$ cat src/rn_reg_pkg.sv
`default_nettype none

package rn_reg_pkg;

  // logical register space
  localparam int LREG_NUM = 16;
  localparam int LREG_W   = 4;

  // physical tag width, 32 physical registers
  localparam int PREG_W = 5;
  // map entry is ready bit on top of the tag
  localparam int ENT_W  = PREG_W + 1;
  localparam int MAP_W  = LREG_NUM * ENT_W;
  localparam int DATA_W = 16;

  typedef logic [LREG_W-1:0] lreg_t;
  typedef logic [PREG_W-1:0] preg_t;
  typedef logic [ENT_W-1:0]  map_ent_t;
  // logical register 0 sits in the low bits
  typedef logic [MAP_W-1:0]  map_bus_t;
  typedef logic [DATA_W-1:0] data_t;

  //////////////////////////////////////////////////
  // map helpers
  //////////////////////////////////////////////////

  // identity mapping, everything ready
  function automatic map_bus_t reset_map();
    map_bus_t m;
    for (int i = 0; i < LREG_NUM; i++)
    begin
      m[i*ENT_W +: ENT_W] = {1'b1, preg_t'(i)};
    end
    return m;
  endfunction

  function automatic map_ent_t map_get(map_bus_t m, lreg_t l);
    return m[l*ENT_W +: ENT_W];
  endfunction

  function automatic map_bus_t map_set(map_bus_t m, lreg_t l, map_ent_t e);
    map_bus_t r;
    r = m;
    r[l*ENT_W +: ENT_W] = e;
    return r;
  endfunction

  // committed state has no pending producers
  function automatic map_bus_t map_all_rdy(map_bus_t m);
    map_bus_t r;
    r = m;
    for (int i = 0; i < LREG_NUM; i++)
    begin
      r[i*ENT_W + PREG_W] = 1'b1;
    end
    return r;
  endfunction

endpackage

`default_nettype wire

$ cat src/rn_free_list.sv
`default_nettype none

module rn_free_list
  import rn_reg_pkg::*;
#(
  parameter int PREG_NUM = 32
)
(
  input  wire   clk,
  input  wire   rst_n,
  input  wire   alloc_i,
  input  wire   rel_i,
  input  preg_t rel_tag_i,
  output preg_t free_tag_o,
  output logic  empty_o
);

  // pool holds every tag not in the base map
  // depth is a power of two so pointers wrap on their own
  localparam int FL_DEPTH = PREG_NUM - LREG_NUM;
  localparam int FP_W     = $clog2(FL_DEPTH);
  localparam int FC_W     = $clog2(FL_DEPTH + 1);

  preg_t           fl_mem [FL_DEPTH];
  logic [FP_W-1:0] rd_q;
  logic [FP_W-1:0] wr_q;
  logic [FC_W-1:0] cnt_q;

  always_ff @(posedge clk or negedge rst_n)
  begin
    if (!rst_n)
    begin
      // tags above the identity map start out free
      for (int i = 0; i < FL_DEPTH; i++)
      begin
        fl_mem[i] <= preg_t'(LREG_NUM + i);
      end
      rd_q  <= '0;
      wr_q  <= '0;
      cnt_q <= FC_W'(FL_DEPTH);
    end
    else
    begin
      // pop at dispatch
      if (alloc_i)
        rd_q <= rd_q + 1'b1;
      // push at retire
      if (rel_i)
      begin
        fl_mem[wr_q] <= rel_tag_i;
        wr_q         <= wr_q + 1'b1;
      end
      if (alloc_i && !rel_i)
        cnt_q <= cnt_q - 1'b1;
      else if (rel_i && !alloc_i)
        cnt_q <= cnt_q + 1'b1;
    end
  end

  // head tag visible in the same cycle
  assign free_tag_o = fl_mem[rd_q];
  assign empty_o    = (cnt_q == '0);

endmodule

`default_nettype wire

$ cat config.mk
export PLATFORM = sky130hd
export DESIGN_NAME = rn_free_list
export DESIGN_NICKNAME = d
export VERILOG_FILES = /design/src/rn_reg_pkg.sv /design/src/rn_free_list.sv
export SDC_FILE = /design/constraint.sdc
export NUM_CORES = 1
export LEC_CHECK = 0
export ABC_AREA = 1
export BUFFER_PORTS_ARGS = -buffer_cell sky130_fd_sc_hd__buf_2
export CORE_AREA = 3 3 85 107
export DETAILED_ROUTE_END_ITERATION = 12
export DIE_AREA = 0 0 88 110
export PLACE_DENSITY = 0.74
export SYNTH_ARGS = -nofsm -noshare
export SYNTH_HDL_FRONTEND = slang
export SYNTH_SLANG_ARGS = --single-unit
$ cat constraint.sdc
create_clock -name clk -period 1.25 [get_ports clk]
set_input_delay 0 -clock clk [delete_from_list [all_inputs] [get_ports clk]]
set_output_delay 0 -clock clk [all_outputs]
set_load 0.02 [all_outputs]
==> run_results.csv <==
group,metric,value,unit
global_routing,antenna_found_initial,0,
floorplanning,start_util,0.553,
synth,synthAdderAreaFrac,0.0221,
pwr,ir_worst_vdd,0.00152,V
critical_path,rr_worst_depth,8,
sta,min_period,1.84,ns
critical_path,cpMaxStageDelayCell,"dfrtp_2",
pwr,powerDensity,2780,mW/mm²
critical_path,critPathLaunch,"rd_q[0]$_DFFE_PN0P_",
placed_design,pre_cts_slack,-0.147,ns
floorplanning,rows,37,
synth,synth-xor-area-share,0.0155,
critical_path,startpoint_type,"register",
final_layout,drive_above_1_share,0.459,
synth,yosys_most_used_dff,"dfstp_2",
critical_path,reg2reg_slack,-0.19,ns
cts,cts_made_buffers,9,
sta,setup_violations,78,
global_routing,grt_overflow,0,
synth,muxShareOfSynthArea,0,
critical_path,cp_max_fo,12,
synth,synthCells,536,
final_layout,syn_to_final_growth,40.7,%
pwr,p_total,17.7,mW
detailed_routing,vias,4255,
synth,synth_compound_area_frac,0.156,
sta,fmax,544,MHz
global_routing,grt_pass1_vias,3985,
detailed_routing,wl,14300,µm
critical_path,cp-endpoint,"free_tag_o[1]",
placed_design,port_buffers,14,
cts,cts.clk_slew.worst_paths,0.09,ns
critical_path,rr_startpoint,"wr_q[1]$_DFFE_PN0P_",
cts,clock_latency,0.37,ns
detailed_routing,via_per_inst,6.00,
hold_path,hp-class,"in -> reg",
critical_path,crit_chain,"buf_6 > o211ai_1 > nand3_1 > nand3_2 > nand2_1 > buf_4",
final_layout,register_area,0.00239,mm²
synth,netlist_area,0.00453,mm²
detailed_routing,wl_per_cell,20.2,µm
final_layout,fin_util,0.778,
floorplanning,die_x,88,µm
sta,slew_viol_final,0,
pwr,intPower,9.84,mW
sta,finalHoldViolations,0,
final_layout,nets,624,
detailed_routing,first_pass_iters,6,
pwr,power_switching,7.87,mW
placed_design,place.gp.congestion,0.893,
sta,fin_skew,0.0118,ns
global_routing,grt_max_degree,27,
pwr,p_comb_frac,0.530,
pwr,seqPwrFrac,0.358,
synth,synth_nets,553,
critical_path,cp_data_required_time,1.25,ns
synth,synth_top_family_by_area,"simple AND/OR/NAND/NOR gates",
synth,yosysSeqAreaShare,0.527,
final_layout,multi_input_area,0.00270,mm²
detailed_routing,drc,0,
detailed_routing,ant_nets,0,
critical_path,end_kind,"primary output",
global_routing,grt_pass1_wl,19300,µm
synth,yosys.cell_types.count,25,
synth,syn_avg_cell_area,8.45,µm²
run_status,violations,"negative setup slack",
sta,finalCritPeriodShare,1.47,
pwr,p_leak,2.71,nW
synth,ys_async_sr_fraction,1.00,
cts,cts_tree,"built",
sta,tightestPinTransition,0.362,ns
synth,synth-seq-cells,93,
critical_path,crit_family,"flip-flops",
floorplanning,die_h,110,µm
placed_design,dp_hpwl,7700,µm
final_layout,fillerInstances,497,
cts,clock_sinks,93,
pwr,clkPwrFrac,0.112,
cts,cts_buffer_depth,2,
cts,cts_max_level,3,
floorplanning,coreArea,0.00819,mm²
critical_path,worst_path_largest_cell_delay,0.47,ns
sta,rsz0062_at_grt,"yes",
final_layout,antenna_cells,0,
synth,yosysWarnings,0,
sta,relSlewSlack,0.757,
critical_path,r2r-end,"fl_mem[45]$_DFFE_PN0P_",
critical_path,critPathBufInv,2,
flow_run,max_cap_violations,0,
run_status,status,"finished, violations left",
synth,synth-simple-area-share,0.216,
floorplanning,fp.dieArea,0.00968,mm²
critical_path,path_class,"reg -> out",
synth,synth_edf_count,0,
critical_path,arrival,1.84,ns
cts,cts_root_buffer,"clkbuf_8",
global_routing,grtUsageTotal,0.261,
floorplanning,io-pin-count,15,
sta,setup_slack,-0.588,ns
detailed_routing,drt_iter0_markers,276,
critical_path,worst-path-stages,6,
pwr,swShare,0.444,
==> cell type report <==
cell class | instances | share of cell area
Multi-Input combinational cell | 385 | 0.424
Clock inverter | 2 | 0.00550
Clock buffer | 14 | 0.0224
Sequential cell | 93 | 0.376
Tap cell | 97 | 0.0190
Timing Repair Buffer | 68 | 0.113
Inverter | 50 | 0.0408
==> timing repair <==
item,in CTS,in global routing
hold buffers,6,0
cloned,4,9
pin swaps,18,34
resized for setup,73,191
endpoints found under the setup margin,86,92
buffers inserted,9,5
endpoints found under the hold margin,69,0
==> cell usage after synthesis, types with 2 or more instances <==
master | instances | area share
nand3_1 | 36 | 0.040
nand2_1 | 124 | 0.10
xnor2_1 | 2 | 0.0039
buf_2 | 10 | 0.011
ha_1 | 8 | 0.022
nand2_2 | 12 | 0.017
clkbuf_1 | 5 | 0.0041
o21ai_0 | 59 | 0.065
inv_1 | 46 | 0.038
buf_4 | 3 | 0.0050
nor2_4 | 4 | 0.0099
xor2_1 | 6 | 0.012
o211ai_1 | 21 | 0.035
o21ai_1 | 37 | 0.041
nor2_2 | 3 | 0.0041
dfstp_2 | 49 | 0.28
nand4_1 | 2 | 0.0028
a21oi_1 | 14 | 0.015
nor2_1 | 44 | 0.036
dfrtp_1 | 44 | 0.24
inv_2 | 3 | 0.0025
==> worst reg2reg max path: stages (launching register included) <==
cell and delay [ns]:
dfrtp_2 0.48, buf_6 0.14, ha_4 0.16, nand2_4 0.09, buf_12 0.13, clkinv_16 0.09
nand2_8 0.10, nand2_1 0.06, o21ai_1 0.12
==> cells in the final DEF, fill, tap and decap left out, drive strengths merged <==
master	synthesis	layout
xnor2	2	2
bufinv	0	1
o21ai	96	96
ha	8	8
nand4	2	2
dfrtp	44	44
nor2	51	53
inv	49	46
dfstp	49	49
clkbuf	6	16
a21oi	14	14
o211ai	21	21
clkinv	1	5
buf	13	60
nor4	1	1
dlygate4sd3	0	6
nand2	137	146
nand3	36	36
xor2	6	6
==> metal layers <==
layer | routed length (µm) | track usage | part of all wire
met1 | 5270 | 0.337 | 0.37
met2 | 7510 | 0.432 | 0.52
met3 | 945 | 0.0357 | 0.066
met4 | 580 | 0.127 | 0.041
met5 | 0 | 0 | 0
==> worst min path at each step <==
stage | start | endpoint | slack [ns] | cells after the start
CTS | alloc_i | rd_q[0]$_DFFE_PN0P_ | 0.009 | 3
detailed placement | rst_n | fl_mem[53]$_DFFE_PN0P_ | -0.06 | 1
global route | alloc_i | rd_q[0]$_DFFE_PN0P_ | 0.03 | 3
floorplan | rst_n | cnt_q[0]$_DFFE_PN0P_ | -0.30 | 0
global placement | rst_n | fl_mem[11]$_DFFE_PN0P_ | -0.06 | 1
finish | alloc_i | rd_q[0]$_DFFE_PN0P_ | 0.02 | 3
==> logic make-up after synthesis <==
family / after synthesis
and+or+nand+nor: 227
AOI/OAI and AO/OA: 131
DFF: 93
buffers and inverters: 69
xor gates and xnor gates: 8
adders and majority gates: 8
==> metrics by stage <==
stage | instances | TNS, ns | hold slack (ns) | cell area, µm²
finish | 709 | -9.17 | 0.0214 | 6370
global route | 709 | -13.27 | 0.0312 | 6370
CTS | 696 | -2.88 | 0.00898 | 5530
detailed placement | 662 | -4.72 | -0.0616 | 4960
global placement | 662 | -1.48 | -0.0564 | 4960
floorplan | 536 | 0 | -0.296 | 4530
==> sequential cells by signal (all words and copies together) (netlist names) <==
register	flops
fl_mem	80
cnt_q	5
rd_q	4
wr_q	4
==> power by group through the flow <==
stage               Clock (mW)  Sequential [mW]  Combinational, mW
finish                    1.98             6.34               9.39
global route              2.10             6.49               10.1
CTS                       1.94             5.98               7.03
detailed placement           0             6.00               6.09
global placement             0             5.93               5.86
floorplan                    0             5.72               4.36
No activity file was read; power rests on OpenSTA's default activity.
