===== src/rn_reg_pkg.sv =====
`default_nettype none

package rn_reg_pkg;

  // logical register space
  localparam int LREG_NUM = 16;
  localparam int LREG_W   = 4;

  // physical tag width, 32 physical registers
  localparam int PREG_W = 5;
  // map entry is ready bit on top of the tag
  localparam int ENT_W  = PREG_W + 1;
  localparam int MAP_W  = LREG_NUM * ENT_W;
  localparam int DATA_W = 16;

  typedef logic [LREG_W-1:0] lreg_t;
  typedef logic [PREG_W-1:0] preg_t;
  typedef logic [ENT_W-1:0]  map_ent_t;
  // logical register 0 sits in the low bits
  typedef logic [MAP_W-1:0]  map_bus_t;
  typedef logic [DATA_W-1:0] data_t;

  //////////////////////////////////////////////////
  // map helpers
  //////////////////////////////////////////////////

  // identity mapping, everything ready
  function automatic map_bus_t reset_map();
    map_bus_t m;
    for (int i = 0; i < LREG_NUM; i++)
    begin
      m[i*ENT_W +: ENT_W] = {1'b1, preg_t'(i)};
    end
    return m;
  endfunction

  function automatic map_ent_t map_get(map_bus_t m, lreg_t l);
    return m[l*ENT_W +: ENT_W];
  endfunction

  function automatic map_bus_t map_set(map_bus_t m, lreg_t l, map_ent_t e);
    map_bus_t r;
    r = m;
    r[l*ENT_W +: ENT_W] = e;
    return r;
  endfunction

  // committed state has no pending producers
  function automatic map_bus_t map_all_rdy(map_bus_t m);
    map_bus_t r;
    r = m;
    for (int i = 0; i < LREG_NUM; i++)
    begin
      r[i*ENT_W + PREG_W] = 1'b1;
    end
    return r;
  endfunction

endpackage

`default_nettype wire


===== src/rn_prf.sv =====
`default_nettype none

module rn_prf
  import rn_reg_pkg::*;
#(
  parameter int PREG_NUM = 32
)
(
  input  wire   clk,
  input  wire   rst_n,
  input  preg_t rd1_tag_i,
  input  preg_t rd2_tag_i,
  input  preg_t rd3_tag_i,
  output data_t rd1_data_o,
  output data_t rd2_data_o,
  output data_t rd3_data_o,
  input  wire   wr_en_i,
  input  preg_t wr_tag_i,
  input  data_t wr_data_i
);

  data_t regs [PREG_NUM];

  // architectural state starts at zero
  always_ff @(posedge clk or negedge rst_n)
  begin
    if (!rst_n)
    begin
      for (int i = 0; i < PREG_NUM; i++)
      begin
        regs[i] <= '0;
      end
    end
    else if (wr_en_i)
      regs[wr_tag_i] <= wr_data_i;
  end

  // two issue operands
  assign rd1_data_o = regs[rd1_tag_i];
  assign rd2_data_o = regs[rd2_tag_i];
  // retire value
  assign rd3_data_o = regs[rd3_tag_i];

endmodule

`default_nettype wire


===== config.mk =====
export PLATFORM = sky130hd
export DESIGN_NAME = rn_prf
export DESIGN_NICKNAME = d
export VERILOG_FILES = /design/src/rn_reg_pkg.sv /design/src/rn_prf.sv
export SDC_FILE = /design/constraint.sdc
export NUM_CORES = 1
export LEC_CHECK = 0
export BUFFER_PORTS_ARGS = -buffer_cell sky130_fd_sc_hd__buf_2
export CAP_MARGIN = 25
export CELL_PAD_IN_SITES_DETAIL_PLACEMENT = 1
export CELL_PAD_IN_SITES_GLOBAL_PLACEMENT = 1
export CORE_ASPECT_RATIO = 1.75
export CORE_MARGIN = 5
export CORE_UTILIZATION = 30
export CTS_BUF_LIST = sky130_fd_sc_hd__clkbuf_8
export CTS_CLUSTER_SIZE = 25
export DETAILED_ROUTE_END_ITERATION = 6
export GPL_TIMING_DRIVEN = 1
export HOLD_SLACK_MARGIN = 0.05
export PLACE_DENSITY_LB_ADDON = 0.1
export SLEW_MARGIN = 40
export SYNTH_ARGS = -nofsm -noshare
export SYNTH_HDL_FRONTEND = slang
export SYNTH_SLANG_ARGS = --single-unit

===== constraint.sdc =====
create_clock -name clk -period 1.2 [get_ports clk]
set_input_delay 0.06 -clock clk [delete_from_list [all_inputs] [get_ports clk]]
set_output_delay 0.06 -clock clk [all_outputs]
set_load 0.02 [all_outputs]

==> results.md, run 1 <==
* Outcome: finished with violations
* Failing checks: negative setup slack
* Worst setup SP type: flop
* Utilization after layout at 39.84%
* Vias at 26750
* Avg WL per Cell at 31.99 µm
* Int Pwr at 38.78 mW
* Starting DRT DRC Count at 1356
* Starting density of the core at 30.24%
* Clock network power share at 29.0%
* Crit path arrival time at 2.32 ns
* Placed cell area at 0.04014 mm²
* Chip width at 260.5 µm
* Gate power share at 29.5%
* Max Cap Viol at 0
* IO Pins at 87
* Synth warn at 0
* Biggest register: regs
* Critical-path maximum fanout at 4
* Setup violations, final at 48
* R2R Path End: regs[470]
* Hold Vio Cnt, Final at 0
* Biggest area consumer among synthesized cells: dfrtp_1
* Final Cycle Share at 198.4%
* Total core area at 0.1089 mm²
* Setup TNS at -49.82 ns
* Synthesized instance count at 2868
* Gr ovfl total at 0
* H-tree depth at 3
* Placement row count at 160
* Largest registers: regs (512)
* Layout Skew at 0 ns
* Worst Reg2Reg Path Length in Cells at 4
* Worst path max stage delay at 0.42 ns
* CP max stage cell: dfrtp_1
* DRC viols at 0
* Count of state elements after synthesis at 512
* Worst path depth at 7
* Post-synth cell types at 35
* Fill count at 11590
* Cells along the critical path: mux2i_1, a22o_1, nor3_2, a31oi_2, buf_4, nand3_4, buf_6
* Worst EP required at 1.14 ns
* Antenna viol nets, final at 0
* Clock sinks at 512
* Largest net degree at the start of global routing at 66
* Post-synthesis sequential area ratio at 38.91%
* Avg Inst Size Synth at 11.48 µm²
* Largest cells by area after synthesis: dfrtp_1, mux2i_1, mux2_2
* VDD IR max at 0.7167 mV
* Switch share at 34.45%
* Max reg flops at 512
* Routability cong. at 0.8656
* Pre-Repair DR Iteration Count at 6
* Max Freq at 420.1 MHz
* Fin area at 0.04339 mm²
* Worst slew margin at 46.21%
* Hold WC Path Type: input pin to flop
* Crit path capture type: output port
* Ratio of cells with drive above 1 in the final layout at 41.40%
* Mapped Nets at 2907
* Clock transition at the registers of the reported paths at 0.07 ns
* CP bufs+invs at 2
* Syn Std Cell Area at 0.03293 mm²
* CTS root buf: clkbuf_8
* Final WL at 152900 µm
* R2r setup slk at 0.04 ns
* Port Buf Inserts at 86
* Sequential share of power at 41.5%
* WHS Path Cells at 6
* GRT Resource Usage Total at 25.74%
* Final worst slack at -1.180 ns
* Post-route total power at 59.16 mW
* Area Overhead vs Synth at 31.75%
* Place WS at -0.7151 ns
* DIE AREA at 0.1168 mm²
* Final min period at 2.380 ns
* Initial antenna violation count at 4
* Vias in the first global route at 30140
* CTS Buf Count at 90
* Vias per cell at 5.598
* Worst-Margin Slew at 0.8069 ns
* Family with the most delay on the worst path: compound AO/OA/AOI/OAI gates
* Top-area cell type share of the netlist area at 38.91%
* Lkg Pwr at 20.56 nW
* PD cells at 1364 mW/mm²
* Clk_lat worst skew at 0.78 ns
* Clock Tree Buf Depth at 3
* CTS tree: built
* Unrepaired setup endpoints after global routing: yes
* FF-to-FF Start: regs[470]
* Die Ht at 448.3 µm
* Final Max Slew Viols at 0
* Hold Crit Start: wr_tag_i[1]
* Hold path endpoint: regs[248]
* Setup CP Type: flop to output port
* First-pass GRT wire length at 219000 µm
* Nets at 3293
* Hpwl dp at 110200 µm
* Sw Pwr at 20.38 mW
[worst register-to-register path: stages, from the launching register on]
cell,delay (ns)
dfrtp_1,0.41
buf_4,0.15
buf_4,0.12
buf_4,0.11
mux2_4,0.24
[placed cells by master (no fill, tap or decap), types with 23 or more instances in the layout]
cell,instances
a21oi_1,96
a22o_1,95
a22oi_1,192
buf_12,159
buf_2,35
buf_4,305
buf_6,56
clkbuf_8,118
dfrtp_1,512
mux2_1,29
mux2_2,364
mux2_4,119
mux2i_1,767
nand2_1,97
nand3_1,49
nand3_2,27
nand4_1,48
nor3_2,26
nor3_4,23
[metrics by stage]
| step | instances | hold WS (ns) |
|---|---|---|
| final | 4779 | 0.07506 |
| after detailed placement | 4598 | -0.03555 |
| after floorplan | 2868 | -0.2356 |
| after global placement | 4598 | -0.03736 |
| after global routing | 4779 | 0.05856 |
| after CTS | 4771 | 0.04128 |
[how the worst max path moves through the flow]
stage	startpoint	endpoint	slack [ns]
finish	regs[390]	rd3_data_o[6]	-1.18
global route	regs[390]	rd3_data_o[6]	-1.33
CTS	regs[390]	rd3_data_o[6]	-1.30
detailed placement	rd2_tag_i[0]	rd2_data_o[11]	-0.72
global placement	rd2_tag_i[0]	rd2_data_o[11]	-0.72
floorplan	wr_tag_i[0]	regs[309]	-0.24
[cell type report]
cell class	instances	area [µm²]	share of cell area, %
clock buffers	118	1624	3.743
flip-flops and latches	512	12810	29.53
multi-input cells	2070	20340	46.88
well taps	1458	1824	4.205
diodes	2	5.005	0.01154
clock inverters	39	214.0	0.4931
repair buffers	580	6566	15.13
[timing repair]
item,4_1_cts,5_1_grt
endpoints found under the hold margin,1024,0
setup buffers,13,11
pin swaps,122,68
endpoints found under the setup margin,48,77
resized for setup,209,23
hold buffers,22,0
[synthesized netlist by cell type]
library cell / number
mux2i_1: 768
dfrtp_1: 512
mux2_2: 443
a22oi_1: 192
clkbuf_1: 110
nand2_1: 97
nand3_1: 97
a21oi_1: 96
a22o_1: 96
buf_2: 83
mux2_1: 69
buf_4: 60
a31oi_1: 48
nand4_1: 48
nor3_1: 48
nand2_2: 16
buf_1: 15
nor2_2: 12
buf_6: 10
nor2_8: 8
buf_8: 7
nand2b_1: 6
nor2b_1: 6
nor3b_4: 4
and2_1: 3
nand3b_4: 3
or2_2: 3
and3_1: 1
and3b_1: 1
clkbuf_2: 1
nand3_4: 1
nand3b_1: 1
nor3_4: 1
or2_1: 1
or3b_1: 1
[metal layers]
layer / vias to the layer above / share of wire, % / global-route usage [%]
li1: 11610 / - / -
met1: 14180 / 38 / 28.33
met2: 615 / 52 / 47.37
met3: 346 / 3.2 / 3.451
met4: 0 / 6.3 / 14.41
met5: - / 0 / 0
[power by group through the flow]
stage               Clock, mW  Sequential [mW]  Combinational [mW]
floorplan                   0             23.4                10.9
global placement            0             24.4                16.0
detailed placement          0             24.7                16.4
CTS                      17.8             24.4                17.4
global route             18.5             25.0                18.7
finish                   17.2             24.5                17.5
[cell families after synthesis]
family	count (synthesis)	synth area share (%)
flops	512	38.91
buf+inv	286	4.730
mux	1280	40.85
compound gates	432	9.301
simple gates	358	6.209
(Power assumes the default switching activity.)
==> run 2, diff against run 1 <==
--- a/config.mk
+++ b/config.mk
@@ -7,7 +7,7 @@
 export LEC_CHECK = 0
 export BUFFER_PORTS_ARGS = -buffer_cell sky130_fd_sc_hd__buf_2
 export CAP_MARGIN = 25
-export CELL_PAD_IN_SITES_DETAIL_PLACEMENT = 1
+export CELL_PAD_IN_SITES_DETAIL_PLACEMENT = 0
 export CELL_PAD_IN_SITES_GLOBAL_PLACEMENT = 1
 export CORE_ASPECT_RATIO = 1.75
 export CORE_MARGIN = 5
@@ -18,6 +18,8 @@
 export GPL_TIMING_DRIVEN = 1
 export HOLD_SLACK_MARGIN = 0.05
 export PLACE_DENSITY_LB_ADDON = 0.1
+export RECOVER_POWER = 25
+export SKIP_LAST_GASP = 1
 export SLEW_MARGIN = 40
 export SYNTH_ARGS = -nofsm -noshare
 export SYNTH_HDL_FRONTEND = slang
==> run 2 against run 1 <==
Effect of this change:
- the flow still finishes with violations (negative setup slack)
- clock power up 5%
- critical path type unchanged
- design area decreased by 1.5%
- sequential cell count did not move
- maximum frequency grew 1.6%
- critical path depth grew 1
- routed wire length fell by 2.8%
- largest cell class unchanged
- worst setup slack gained 0.037 ns
- non-clock buffer count grew 2
- highest routed layer unchanged
- first-iteration DRC count is 18% higher
- clock skew did not move
==> results.md, run 2 (synthesis results as in run 1) <==
* VDD IR max at 0.6354 mV
* DRC viols at 0
* Max Freq at 426.7 MHz
* Largest net degree at the start of global routing at 66
* Commonest non-fill, non-tap cells in the layout: mux2i_1, dfrtp_1, mux2_2
* Largest registers: regs (512)
* Final WL at 148600 µm
* Antenna viol nets, final at 0
* Starting DRT DRC Count at 1602
* Crit path arrival time at 2.28 ns
* Clock sinks at 512
* Place WS at -0.7074 ns
* Max reg flops at 512
* Clock Tree Buf Depth at 3
* DIE AREA at 0.1168 mm²
* Biggest register: regs
* Initial antenna violation count at 3
* Avg WL per Cell at 31.03 µm
* Failing checks: negative setup slack
* CTS root buf: clkbuf_8
* Fill count at 10590
* Routability cong. at 0.8656
* Critical-path maximum fanout at 2
* Setup CP Type: flop to output port
* Worst EP required at 1.14 ns
* PD cells at 1391 mW/mm²
* Crit path capture type: output port
* Hpwl dp at 106500 µm
* Ratio of cells with drive above 1 in the final layout at 40.37%
* Starting density of the core at 30.24%
* Clock transition at the registers of the reported paths at 0.06 ns
* Post-route total power at 59.49 mW
* Setup violations, final at 464
* Chip width at 260.5 µm
* Clk_lat worst skew at 0.77 ns
* Gr ovfl total at 0
* Layout Skew at 0 ns
* Outcome: finished with violations
* Placement row count at 160
* Worst setup SP type: flop
* Vias at 26490
* Final worst slack at -1.143 ns
* Setup TNS at -154.55 ns
* Vias in the first global route at 28670
* H-tree depth at 3
* IO Pins at 87
* Hold WC Path Type: input pin to flop
* Unrepaired setup endpoints after global routing: yes
* Most common cell after layout, fill and taps aside: mux2i_1
* Total core area at 0.1089 mm²
* Nets at 3296
* Pre-Repair DR Iteration Count at 5
* CTS tree: built
* Worst-Margin Slew at 0.7581 ns
* Final Max Slew Viols at 0
* Worst slew margin at 49.46%
* FF/Latch Area at 0.01281 mm²
* Final Cycle Share at 195.3%
* Die Ht at 448.3 µm
* First-pass GRT wire length at 212200 µm
* Port Buf Inserts at 86
* Multi-input combinational cell area at 0.02014 mm²
* GRT Resource Usage Total at 25.06%
* Area Overhead vs Synth at 29.83%
* Lkg Pwr at 20.22 nW
* Final min period at 2.343 ns
* Hold Vio Cnt, Final at 0
* Max Cap Viol at 0
* Vias per cell at 5.532
* CTS Buf Count at 91
run 2: cell types whose count changed in the layout (fill, tap and decap cells not counted), moves of 5 or more:
cell,before,now
buf_12,159,122
clkbuf_1,0,11
clkbuf_2,0,12
clkbuf_4,0,20
mux2_1,29,36
mux2_4,119,112
nand2_1,97,105
nand2_2,12,5
nand3_2,27,33
nand3_4,22,17
nor2_1,0,6
run 2: layout make-up:
cell class                      count  share of cell area, %
Antenna cell                        1               0.005853
Clock buffer                      114                  3.670
Clock inverter                     51                 0.8633
Multi-Input combinational cell   2070                  47.11
Sequential cell                   512                  29.97
Tap cell                         1458                  4.267
Timing Repair Buffer              582                  14.12
run 2: metal layers:
layer | track usage (%) | part of all wire (%) | vias up | wire length (µm)
met5 | 0 | 0 | - | 0
met4 | 14.37 | 6.7 | 0 | 9889
met3 | 2.906 | 3.6 | 342 | 5369
met2 | 45.60 | 52 | 743 | 77040
met1 | 28.16 | 38 | 13790 | 56290
li1 | - | - | 11610 | -
run 2: through the flow:
stage	instances	hold WS (ns)	utilization [%]	cell area (µm²)
4_1_cts	4779	0.03143	39.80	43350
5_1_grt	4788	0.05951	39.26	42750
6_report	4788	0.05931	39.26	42750
3_5_place_dp	4598	-0.03727	36.86	40140
3_3_place_gp	4598	-0.03736	36.86	40140
2_1_floorplan	2868	-0.2356	-	34430
run 2: worst paths after layout:
path	start	cells past startpoint	endpoint	slack [ns]
setup / recovery	regs[504]	8	rd3_data_o[8]	-1.14
hold / removal	wr_tag_i[1]	6	regs[246]	0.06
setup reg to reg	regs[472]	3	regs[472]	0.16
hold reg to reg	regs[119]	1	regs[119]	0.53
max in group asynchronous	rst_n	6	regs[373]	-0.41
min in group asynchronous	rst_n	4	regs[306]	0.67
run 2: where the power goes:
group | internal, mW | switching (mW) | total [mW]
registers | 20.7 | 3.75 | 24.4
logic | 9.02 | 8.10 | 17.1
clock network | 9.64 | 8.32 | 18.0
total | 39.3 | 20.2 | 59.5
run 2: timing repair:
item / CTS / global route
pin swaps: 135 / 70
setup endpoints to repair: 48 / 128
hold endpoints to repair: 1024 / 0
hold buffers: 23 / 0
buffers inserted: 15 / 11
gates resized for setup: 212 / 12
cloned: 0 / 0
run 2: worst max-delay path, stage by stage (launching register included):
cell and delay [ns]:
dfrtp_1 0.39, buf_4 0.13, mux2i_1 0.14, a22o_1 0.19
nor3_2 0.06, a31oi_2 0.20, buf_4 0.16, nand3_4 0.10
buf_6 0.16
